File: src/verilog/ahb_bridge_consts.svh
//******************************
// Bus widths, local memory window
// and AHB transfer type codes
//******************************
`ifndef AHB_BRIDGE_CONSTS_SVH
`define AHB_BRIDGE_CONSTS_SVH

// Bus widths
`define ADDR_W 32
`define DATA_W 64
`define STRB_W 8                          // One strobe per data byte

//******************************
// Local memory window
//******************************
`define LMEM_BASE 32'h2000_0000           // First byte of the window
`define LMEM_SIZE 32'h0001_0000           // 64 KiB

// HTRANS encodings
`define HTRANS_IDLE   2'b00
`define HTRANS_BUSY   2'b01
`define HTRANS_NONSEQ 2'b10

`endif

File: src/verilog/ahb_side_pkg.sv
//******************************
// AHB side types
// Registered request and bridge FSM state
//******************************
`default_nettype none
`include "ahb_bridge_consts.svh"

package ahb_side_pkg;

   // Address phase as captured at acceptance
   typedef struct packed {
      logic [`ADDR_W-1:0] addr;    // Byte address
      logic [2:0]         size;    // Raw hsize
      logic               write;   // High for a write
      logic [`STRB_W-1:0] strb;    // Byte lanes, built from size and addr[2:0]
   } ahb_req_t;

   // Bus FSM
   typedef enum logic [1:0] {
      IDLE = 2'b00,    // No transfer in its data phase
      WR   = 2'b01,    // Write data phase
      RD   = 2'b10,    // Read data phase, command not yet in slot
      PEND = 2'b11     // Read command sent, waiting on R
   } bridge_state_t;

endpackage

`default_nettype wire

File: src/verilog/axi_side_pkg.sv
//******************************
// AXI side types
// Command slot, channel payloads, read slot
//******************************
`default_nettype none
`include "ahb_bridge_consts.svh"

package axi_side_pkg;

   // Command slot entry, one transfer of either direction
   typedef struct packed {
      logic               write;   // High for AW+W, low for AR
      logic [`ADDR_W-1:0] addr;
      logic [1:0]         size;    // Bytes per beat as a power of two
      logic [`STRB_W-1:0] strb;
      logic [`DATA_W-1:0] wdata;   // Unused for reads
   } axi_cmd_t;

   // Address channel payload, same shape for AW and AR
   typedef struct packed {
      logic [`ADDR_W-1:0] addr;
      logic [2:0]         size;
   } axi_aw_t;

   // Write data channel
   typedef struct packed {
      logic [`DATA_W-1:0] data;
      logic [`STRB_W-1:0] strb;
   } axi_w_t;

   // Read data channel
   typedef struct packed {
      logic [`DATA_W-1:0] data;
      logic [1:0]         resp;    // Nonzero means slave error
   } axi_r_t;

   // Read slot entry seen on hrdata
   typedef struct packed {
      logic [`DATA_W-1:0] data;
      logic               err;     // Returned with error response
   } rd_entry_t;

endpackage

`default_nettype wire

File: src/verilog/ahb_req_check.sv
//******************************
// AHB address phase capture
// Window and alignment check, byte strobes
//******************************
`default_nettype none
`include "ahb_bridge_consts.svh"

module ahb_req_check import ahb_side_pkg::*; (
   input  logic               bus_clk,
   input  logic               arst_n,
   input  logic [`ADDR_W-1:0] haddr,
   input  logic [2:0]         hsize,
   input  logic [1:0]         htrans,
   input  logic               hwrite,
   input  logic               hsel,
   input  logic               hready,       // hreadyout & hreadyin
   output ahb_req_t           req,
   output logic               req_pending,  // Registered transfer in data phase
   output logic               hready_q,
   output logic               hresp_q,
   input  logic               hresp,
   output logic               req_fault
);

   logic [1:0]         htrans_in;
   logic [1:0]         htrans_q;
   logic               addr_accept;
   logic [`STRB_W-1:0] strb_in;
   logic               in_window;
   logic               size_fault;
   logic               align_fault;

   assign htrans_in   = hsel ? htrans : `HTRANS_IDLE;   // Ignore htrans when not selected
   assign addr_accept = hready && (htrans_in == `HTRANS_NONSEQ);

   // Byte lanes from size and low address bits
   always_comb begin
      case (hsize)
         3'd0:    strb_in = `STRB_W'(1) << haddr[2:0];
         3'd1:    strb_in = `STRB_W'(3) << haddr[2:0];
         3'd2:    strb_in = `STRB_W'(15) << haddr[2:0];
         3'd3:    strb_in = '1;                           // Full doubleword
         default: strb_in = '0;
      endcase
   end

   // Bus state seen by the FSM one cycle later
   always_ff @(posedge bus_clk or negedge arst_n) begin
      if (!arst_n) begin
         htrans_q <= `HTRANS_IDLE;
         hready_q <= 1'b0;
         hresp_q  <= 1'b0;
      end else begin
         htrans_q <= htrans_in;
         hready_q <= hready;
         hresp_q  <= hresp;
      end
   end

   // Address phase payload
   always_ff @(posedge bus_clk) begin
      if (addr_accept) begin
         req <= '{addr: haddr, size: hsize, write: hwrite, strb: strb_in};
      end
   end

   //******************************
   // Fault check on the registered request
   //******************************
   assign in_window  = (req.addr >= `LMEM_BASE) && (req.addr < (`LMEM_BASE + `LMEM_SIZE));
   assign size_fault = req.write && (req.size != 3'd2) && (req.size != 3'd3); // Word or dword writes

   always_comb begin
      case (req.size)
         3'd1:    align_fault = req.addr[0];
         3'd2:    align_fault = |req.addr[1:0];
         3'd3:    align_fault = |req.addr[2:0];
         default: align_fault = 1'b0;                     // Bytes never misalign
      endcase
   end

   assign req_fault   = !in_window || size_fault || align_fault;
   assign req_pending = (htrans_q != `HTRANS_IDLE) && (htrans_q != `HTRANS_BUSY);

endmodule

`default_nettype wire

File: src/verilog/ahb_slave_fsm.sv
//******************************
// AHB bus FSM with hreadyout and hresp
// Command and read slot load controls
//******************************
`default_nettype none
`include "ahb_bridge_consts.svh"

module ahb_slave_fsm import ahb_side_pkg::*; (
   input  logic       bus_clk,
   input  logic       arst_n,
   input  logic [1:0] htrans,
   input  logic       hwrite,
   input  logic       hsel,
   input  logic       hreadyin,
   input  ahb_req_t   req,
   input  logic       req_pending,
   input  logic       hready_q,
   input  logic       hresp_q,
   input  logic       req_fault,
   input  logic       cmd_full,     // Slot busy and not leaving this cycle
   input  logic       cmd_write,    // Direction of the slot entry
   input  logic       rvalid,
   input  logic [1:0] rresp,
   input  logic       rd_err,       // Error from the read slot, one cycle
   output logic       hreadyout,
   output logic       hresp,
   output logic       hready,
   output logic       cmd_load,
   output logic       cmd_drop,
   output logic       rd_load,
   output logic       rd_err_in
);

   bridge_state_t state;
   bridge_state_t state_nxt;
   logic          state_en;
   logic          new_req;

   assign new_req = hready && hsel && (htrans == `HTRANS_NONSEQ);

   //******************************
   // Next state and slot loads
   //******************************
   always_comb begin
      state_nxt = IDLE;
      state_en  = 1'b0;
      cmd_load  = 1'b0;
      rd_load   = 1'b0;
      rd_err_in = 1'b0;
      case (state)
         IDLE: begin
            state_nxt = hwrite ? WR : RD;
            state_en  = new_req;                          // Move only on an accepted phase
         end
         WR: begin
            state_nxt = new_req ? (hwrite ? WR : RD) : IDLE;
            state_en  = !cmd_full || hresp;               // Hold while the slot is busy
            cmd_load  = !cmd_full && !hresp;              // Live hwdata goes in with the address
         end
         RD: begin
            state_nxt = hresp ? IDLE : PEND;
            state_en  = !cmd_full || hresp;
            cmd_load  = !cmd_full && !hresp;
         end
         PEND: begin
            state_nxt = IDLE;
            state_en  = rvalid && !cmd_write;             // Data back for our read
            rd_load   = state_en;
            rd_err_in = state_en && (rresp != 2'b00);
         end
      endcase
   end

   always_ff @(posedge bus_clk or negedge arst_n) begin
      if (!arst_n) begin
         state <= IDLE;
      end else if (state_en) begin
         state <= state_nxt;
      end
   end

   // Request fault, read error, or second error cycle
   assign hresp = (req_pending && (state != IDLE) && req_fault) ||
                  rd_err ||
                  (hresp_q && !hready_q);

   // First error cycle low, second high; reads stall until data is back
   assign hreadyout = hresp ? (hresp_q && !hready_q)
                            : ((!cmd_full || (state == IDLE)) && (state != RD) && (state != PEND));

   assign hready   = hreadyout && hreadyin;
   assign cmd_drop = hresp && !cmd_write;                 // Stale read never reaches AR

   //******************************
   // Checks
   //******************************
   err_two_cycle: assert property (@(posedge bus_clk) disable iff (!arst_n)
      (hready && hresp) |-> ($past(hresp) && !$past(hready)))
      else $error("hresp with hready not preceded by hresp without hready");

   no_load_when_full: assert property (@(posedge bus_clk) disable iff (!arst_n)
      cmd_load |-> !cmd_full)
      else $error("command slot loaded while full");

endmodule

`default_nettype wire

File: src/verilog/ahb_to_axi_bridge.sv
//******************************
// AHB-Lite slave to AXI4 master bridge
// Single outstanding transfer
//******************************
`default_nettype none
`include "ahb_bridge_consts.svh"

module ahb_to_axi_bridge import ahb_side_pkg::*, axi_side_pkg::*; (
   input  logic               bus_clk,
   input  logic               arst_n,
   // AHB-Lite slave
   input  logic [`ADDR_W-1:0] haddr,
   input  logic [2:0]         hsize,
   input  logic [1:0]         htrans,
   input  logic               hwrite,
   input  logic [`DATA_W-1:0] hwdata,
   input  logic               hsel,
   input  logic               hreadyin,
   output logic [`DATA_W-1:0] hrdata,
   output logic               hreadyout,
   output logic               hresp,
   // AXI4 master
   output logic               awvalid,
   input  logic               awready,
   output axi_aw_t            aw,
   output logic               wvalid,
   input  logic               wready,
   output axi_w_t             w,
   input  logic               bvalid,     // Writes complete on AHB at the data phase
   output logic               bready,
   output logic               arvalid,
   input  logic               arready,
   output axi_aw_t            ar,
   input  logic               rvalid,
   output logic               rready,
   input  axi_r_t             r
);

   ahb_req_t  req;
   logic      req_pending;
   logic      hready_q;
   logic      hresp_q;
   logic      req_fault;
   logic      hready;
   logic      cmd_load;
   logic      cmd_drop;
   logic      cmd_valid;
   logic      cmd_accept;
   logic      cmd_full;
   logic      cmd_clear;
   axi_cmd_t  cmd_din;
   axi_cmd_t  cmd_q;
   logic      rd_load;
   logic      rd_err_in;
   logic      rd_valid;
   logic      rd_err;
   rd_entry_t rd_din;
   rd_entry_t rd_q;

   // Slot payloads
   assign cmd_din = '{write: req.write, addr: req.addr, size: req.size[1:0],
                      strb: req.strb, wdata: hwdata};
   assign rd_din    = '{data: r.data, err: rd_err_in};
   assign cmd_clear = cmd_accept || cmd_drop;
   assign rd_err    = rd_valid && rd_q.err;         // Read slot valid lasts one cycle
   assign hrdata    = rd_q.data;

   ahb_req_check req_check_inst (
      .bus_clk, .arst_n, .haddr, .hsize, .htrans, .hwrite, .hsel, .hready,
      .req, .req_pending, .hready_q, .hresp_q, .hresp, .req_fault
   );

   ahb_slave_fsm slave_fsm_inst (
      .bus_clk, .arst_n, .htrans, .hwrite, .hsel, .hreadyin, .req,
      .req_pending, .hready_q, .hresp_q, .req_fault,
      .cmd_full, .cmd_write(cmd_q.write), .rvalid, .rresp(r.resp), .rd_err,
      .hreadyout, .hresp, .hready, .cmd_load, .cmd_drop, .rd_load, .rd_err_in
   );

   hold_slot #(.payload_t(axi_cmd_t)) cmd_slot (
      .bus_clk, .arst_n, .load(cmd_load), .clear(cmd_clear),
      .din(cmd_din), .valid(cmd_valid), .dout(cmd_q)
   );

   hold_slot #(.payload_t(rd_entry_t)) rd_slot (
      .bus_clk, .arst_n, .load(rd_load), .clear(1'b1),
      .din(rd_din), .valid(rd_valid), .dout(rd_q)
   );

   axi_master_port master_port_inst (
      .cmd_valid, .cmd(cmd_q), .cmd_load,
      .awvalid, .awready, .wvalid, .wready, .arvalid, .arready,
      .aw, .w, .ar, .bready, .rready, .cmd_accept, .cmd_full
   );

endmodule

`default_nettype wire

File: src/verilog/axi_master_port.sv
//******************************
// AXI4 master channels from the command slot
//******************************
`default_nettype none

module axi_master_port import axi_side_pkg::*; (
   input  logic     cmd_valid,
   input  axi_cmd_t cmd,
   input  logic     cmd_load,
   output logic     awvalid,
   input  logic     awready,
   output logic     wvalid,
   input  logic     wready,
   output logic     arvalid,
   input  logic     arready,
   output axi_aw_t  aw,
   output axi_w_t   w,
   output axi_aw_t  ar,
   output logic     bready,
   output logic     rready,
   output logic     cmd_accept,   // Slot entry leaves this cycle
   output logic     cmd_full
);

   logic wr_accept;
   logic rd_accept;

   // AW and W go out together from the same entry
   assign awvalid = cmd_valid && cmd.write;
   assign wvalid  = cmd_valid && cmd.write;
   assign arvalid = cmd_valid && !cmd.write;

   assign aw = '{addr: cmd.addr, size: {1'b0, cmd.size}};
   assign ar = '{addr: cmd.addr, size: {1'b0, cmd.size}};
   assign w  = '{data: cmd.wdata, strb: cmd.strb};

   assign bready = 1'b1;    // No write response tracking
   assign rready = 1'b1;    // Read slot always has room

   assign wr_accept  = awvalid && awready && wready;  // Both channels in one cycle
   assign rd_accept  = arvalid && arready;
   assign cmd_accept = wr_accept || rd_accept;
   assign cmd_full   = cmd_valid && !cmd_accept;

   // A new command never arrives while a read address is leaving
   no_load_on_ar: assert final (!(cmd_load && rd_accept))
      else $error("command loaded during AR handshake");

endmodule

`default_nettype wire

File: src/verilog/hold_slot.sv
//******************************
// One-entry holding register
//******************************
`default_nettype none

module hold_slot #(
   parameter type payload_t = logic
) (
   input  logic     bus_clk,
   input  logic     arst_n,
   input  logic     load,     // Wins over clear
   input  logic     clear,
   input  payload_t din,
   output logic     valid,
   output payload_t dout      // Keeps last entry after clear
);

   always_ff @(posedge bus_clk or negedge arst_n) begin
      if (!arst_n) begin
         valid <= 1'b0;
      end else if (load) begin
         valid <= 1'b1;
      end else if (clear) begin
         valid <= 1'b0;
      end
   end

   // Payload
   always_ff @(posedge bus_clk) begin
      if (load) begin
         dout <= din;
      end
   end

   // A held entry is only replaced on the cycle it leaves
   slot_no_overwrite: assert property (@(posedge bus_clk) disable iff (!arst_n)
      load |-> (!valid || clear))
      else $error("slot entry overwritten before release");

endmodule

`default_nettype wire
File: config.mk
export PLATFORM = sky130hd
export DESIGN_NAME = ahb_to_axi_bridge
export DESIGN_NICKNAME = d
export VERILOG_FILES = /design/src/verilog/ahb_side_pkg.sv /design/src/verilog/axi_side_pkg.sv /design/src/verilog/ahb_req_check.sv /design/src/verilog/ahb_slave_fsm.sv /design/src/verilog/ahb_to_axi_bridge.sv /design/src/verilog/axi_master_port.sv /design/src/verilog/hold_slot.sv
export VERILOG_INCLUDE_DIRS = /design/src /design/src/verilog
export SDC_FILE = /design/constraint.sdc
export NUM_CORES = 1
export LEC_CHECK = 0
export BUFFER_PORTS_ARGS = -buffer_cell sky130_fd_sc_hd__clkbuf_2
export CORE_AREA = 5 5 148 150
export DETAILED_ROUTE_END_ITERATION = 12
export DIE_AREA = 0 0 153 155
export PLACE_DENSITY_LB_ADDON = 0.15
export SYNTH_ARGS = -nofsm -noshare
export SYNTH_HDL_FRONTEND = slang
export SYNTH_HIERARCHICAL = 1
export SYNTH_SLANG_ARGS = --single-unit
export TNS_END_PERCENT = 20
File: constraint.sdc
create_clock -name bus_clk -period 11.57 [get_ports bus_clk]
set_input_delay 0 -clock bus_clk [delete_from_list [all_inputs] [get_ports bus_clk]]
set_output_delay 0 -clock bus_clk [all_outputs]
set_load 0.05 [all_outputs]
==> flow_metrics.env <==
export IMPL_status="finished, final reports clean"
export IMPL_clkLatencyLatePin_ps=500
export IMPL_cp_arrival_ps=3530
export IMPL_finClkSkew_ps=9.143
export IMPL_core_area_um2=20560
export IMPL_grt_pass1_vias=5835
export IMPL_timing_rr_start="req_check_inst/req[35]$_DFFE_PP_"
export IMPL_p_leak_nw=5.055
export IMPL_synth_seq_cells=223
export IMPL_synth_simple_gate_area_share_pct=3.537
export IMPL_drt_iter0_drc=220
export IMPL_endpoint_kind="register"
export IMPL_ios=390
export IMPL_start_kind="register"
export IMPL_hold_class="in -> reg"
export IMPL_hold_end="cmd_slot/valid$_DFFE_PN0P_"
export IMPL_n_antenna_cell=0
export IMPL_dieArea_um2=23720
export IMPL_area_growth_pct=43.18
export IMPL_regArea_um2=6661
export IMPL_r2r_cells=8
export IMPL_post_cts_buffers=0
export IMPL_fin_ws_ps=8159
export IMPL_finalCriticalPeriod_ps=3411
export IMPL_fmax_ghz=0.2932
export IMPL_async_flop_share_pct=3.139
export IMPL_track_usage_pct=16.90
export IMPL_relSlewSlack_pct=29.86
export IMPL_portBuffers=384
export IMPL_remaining_drc_errors=0
export IMPL_max_vdd_ir_drop_mv=0.1707
export IMPL_grt_setup_unrepaired="no"
export IMPL_fin_setup_tns_ps=0
export IMPL_wl_per_cell_um=17.24
export IMPL_synth_enable_flop_cells=216
export IMPL_grt_pass1_wl_mm=31.88
export IMPL_synthMostInstantiatedCell="edfxtp_1"
export IMPL_vias=5280
export IMPL_clock_sinks=223
export IMPL_fin_crit_sh_pct=29.48
export IMPL_grt_ovfl_total=0
export IMPL_place_gp_congestion=0.8107
export IMPL_layout_drive_gt1_share_pct=47.29
export IMPL_tritoncts="yes"
export IMPL_hpwl_mm=14.38
export IMPL_rrSetupSlack_ps=8160
export IMPL_finalHoldViolCount=0
export IMPL_r2r_end="cmd_slot/dout[16]$_DFFE_PP_"
export IMPL_setup_viol=0
export IMPL_synth_cells=468
export IMPL_numCtsBuffers=23
export IMPL_ys_warn_count=6
export IMPL_nNetsFinal=1089
export IMPL_synth_commonest_cells="edfxtp_1 (216), buf_4 (145), inv_1 (8)"
export IMPL_crit_fanout=79
export IMPL_worst_slew_pin_slew_ps=1052
export IMPL_n_fill_cell=1560
export IMPL_synthMuxAreaShare_pct=0.1784
export IMPL_crit_required_ps=11690
export IMPL_synth_top_family_by_area="buffers and inverters"
export IMPL_powerDensity_nw_per_um2=270.3
export IMPL_synth_area_um2=8418
export IMPL_dieHeight_um=155
export IMPL_yosysUniqueCellTypes=48
export IMPL_clockBufferDepth=3
export IMPL_synth_xor_area_share_pct=0
export IMPL_maxSlewViolCount=0
export IMPL_ant_nets=0
export IMPL_cts_root_buffer="clkbuf_16"
export IMPL_ys_top_cells_by_area="edfxtp_1 (77%), buf_4 (13%), dfrtp_1 (2.1%)"
export IMPL_htreeDepth=1
export IMPL_min_path_cells=6
export IMPL_antenna_found_initial=0
export IMPL_maxCapViolCount=0
export IMPL_die_x_um=153
export IMPL_synth_top_area_share_pct=77.05
export IMPL_worstSetupPathType="reg -> reg"
export IMPL_initial_utilization_pct=40.95
export IMPL_grt_max_degree=80
export IMPL_multiInputGateArea_um2=643.1
export IMPL_drt_pass1_iterations=4
export IMPL_path_clk_slew_ps=60
export IMPL_pre_cts_ws_ps=8140
export IMPL_syn_mean_instance_area_um2=17.99
export IMPL_yosys_most_used_dff="edfxtp_1"
export IMPL_synth_top_cell_by_area="edfxtp_1"
export IMPL_synthAdderAreaFrac_pct=0.7432
export IMPL_synth_compound_area_share_pct=2.794
export IMPL_synth_seq_area_share_pct=79.13
export IMPL_viasPerCell=4.404
export IMPL_finalWirelength_mm=20.67
export IMPL_hp_start="arready"
export IMPL_rows=53
==> layout by cell type, fill, tap and decap left out, drive strengths merged, types with 5 or more instances in the layout <==
cell / n
dfrtp: 7
clkinv: 12
nor2: 7
nand2: 5
nand3: 5
inv: 11
ha: 5
o21ai: 6
conb: 5
clkbuf: 411
dlygate4sd3: 173
edfxtp: 216
==> metal layers <==
metal	GRT usage [%]	vias to the layer above	wire, µm	share of wire [%]
li1	-	2448	-	-
met1	18.37	2526	7389	36
met2	31.36	268	10940	53
met3	5.981	38	1805	8.7
met4	4.582	0	535	2.6
met5	0	-	0	0
==> power by group <==
part / internal, mW / total (mW) / switching (mW)
sequential: 1.16 / 1.24 / 0.0808
combinational: 0.255 / 1.34 / 1.08
clock: 0.389 / 0.682 / 0.293
==> per-stage QoR <==
stage,power [mW],hold slack (ps),instances,area [µm²],utilization [%]
after detailed placement,2.556,-148.7,984,9627,46.83
after floorplan,2.538,-295.6,470,8426,-
after global placement,2.542,-148.7,984,9627,46.83
final,3.258,76.23,1199,12050,58.63
after CTS,3.292,59.89,1199,12050,58.63
after global routing,3.392,97.50,1199,12050,58.63
==> worst max path at each step <==
stage / startpoint / end / depth (start not counted)
6_report: req_check_inst/req[35]$_DFFE_PP_ / cmd_slot/dout[16]$_DFFE_PP_ / 8
5_1_grt: req_check_inst/req[43]$_DFFE_PP_ / cmd_slot/dout[82]$_DFFE_PP_ / 8
4_1_cts: req_check_inst/req[43]$_DFFE_PP_ / cmd_slot/dout[64]$_DFFE_PP_ / 8
2_1_floorplan: req_check_inst/req[29]$_DFFE_PP_ / cmd_slot/dout[0]$_DFFE_PP_ / 6
3_3_place_gp: req_check_inst/req[29]$_DFFE_PP_ / cmd_slot/dout[51]$_DFFE_PP_ / 8
3_5_place_dp: req_check_inst/req[43]$_DFFE_PP_ / cmd_slot/dout[48]$_DFFE_PP_ / 8
==> area by class of cell <==
type	count	share of cell area, %
inverter	9	0.2803
multi-input combinational	90	5.336
clock inverter	15	0.8616
timing repair buffer	560	30.50
clock buffer	27	4.900
sequential	223	55.27
tap	275	2.855
==> cells by family after synthesis <==
kind of cell               Yosys count
adders and majority gates            5
buffers and inverters              157
other                                3
muxes                                1
and+or+nand+nor                     49
DFF                                223
AOI/OAI and AO/OA                   30
==> timing repair <==
item | 4_1_cts | 5_1_grt
resized for setup | 0 | 0
hold buffers | 173 | 0
hold endpoints to repair | 194 | 0
==> sequential cells by signal, summed over array words and instances, names as in the netlist <==
name / cells
cmd_slot/dout: 107
cmd_slot/valid: 1
rd_slot/dout: 65
rd_slot/valid: 1
req_check_inst/hready_q: 1
req_check_inst/hresp_q: 1
req_check_inst/htrans_q: 1
req_check_inst/req: 44
slave_fsm_inst/state: 2
==> critical path, stage by stage, from the launching register on <==
cell and delay [ps]:
edfxtp_1 390, nor4_1 400, nand4_1 220, a21o_1 230, nand3b_1 130, nand3_1 190
nor3_2 200, buf_4 400, buf_4 830
(Power assumes the default switching activity.)
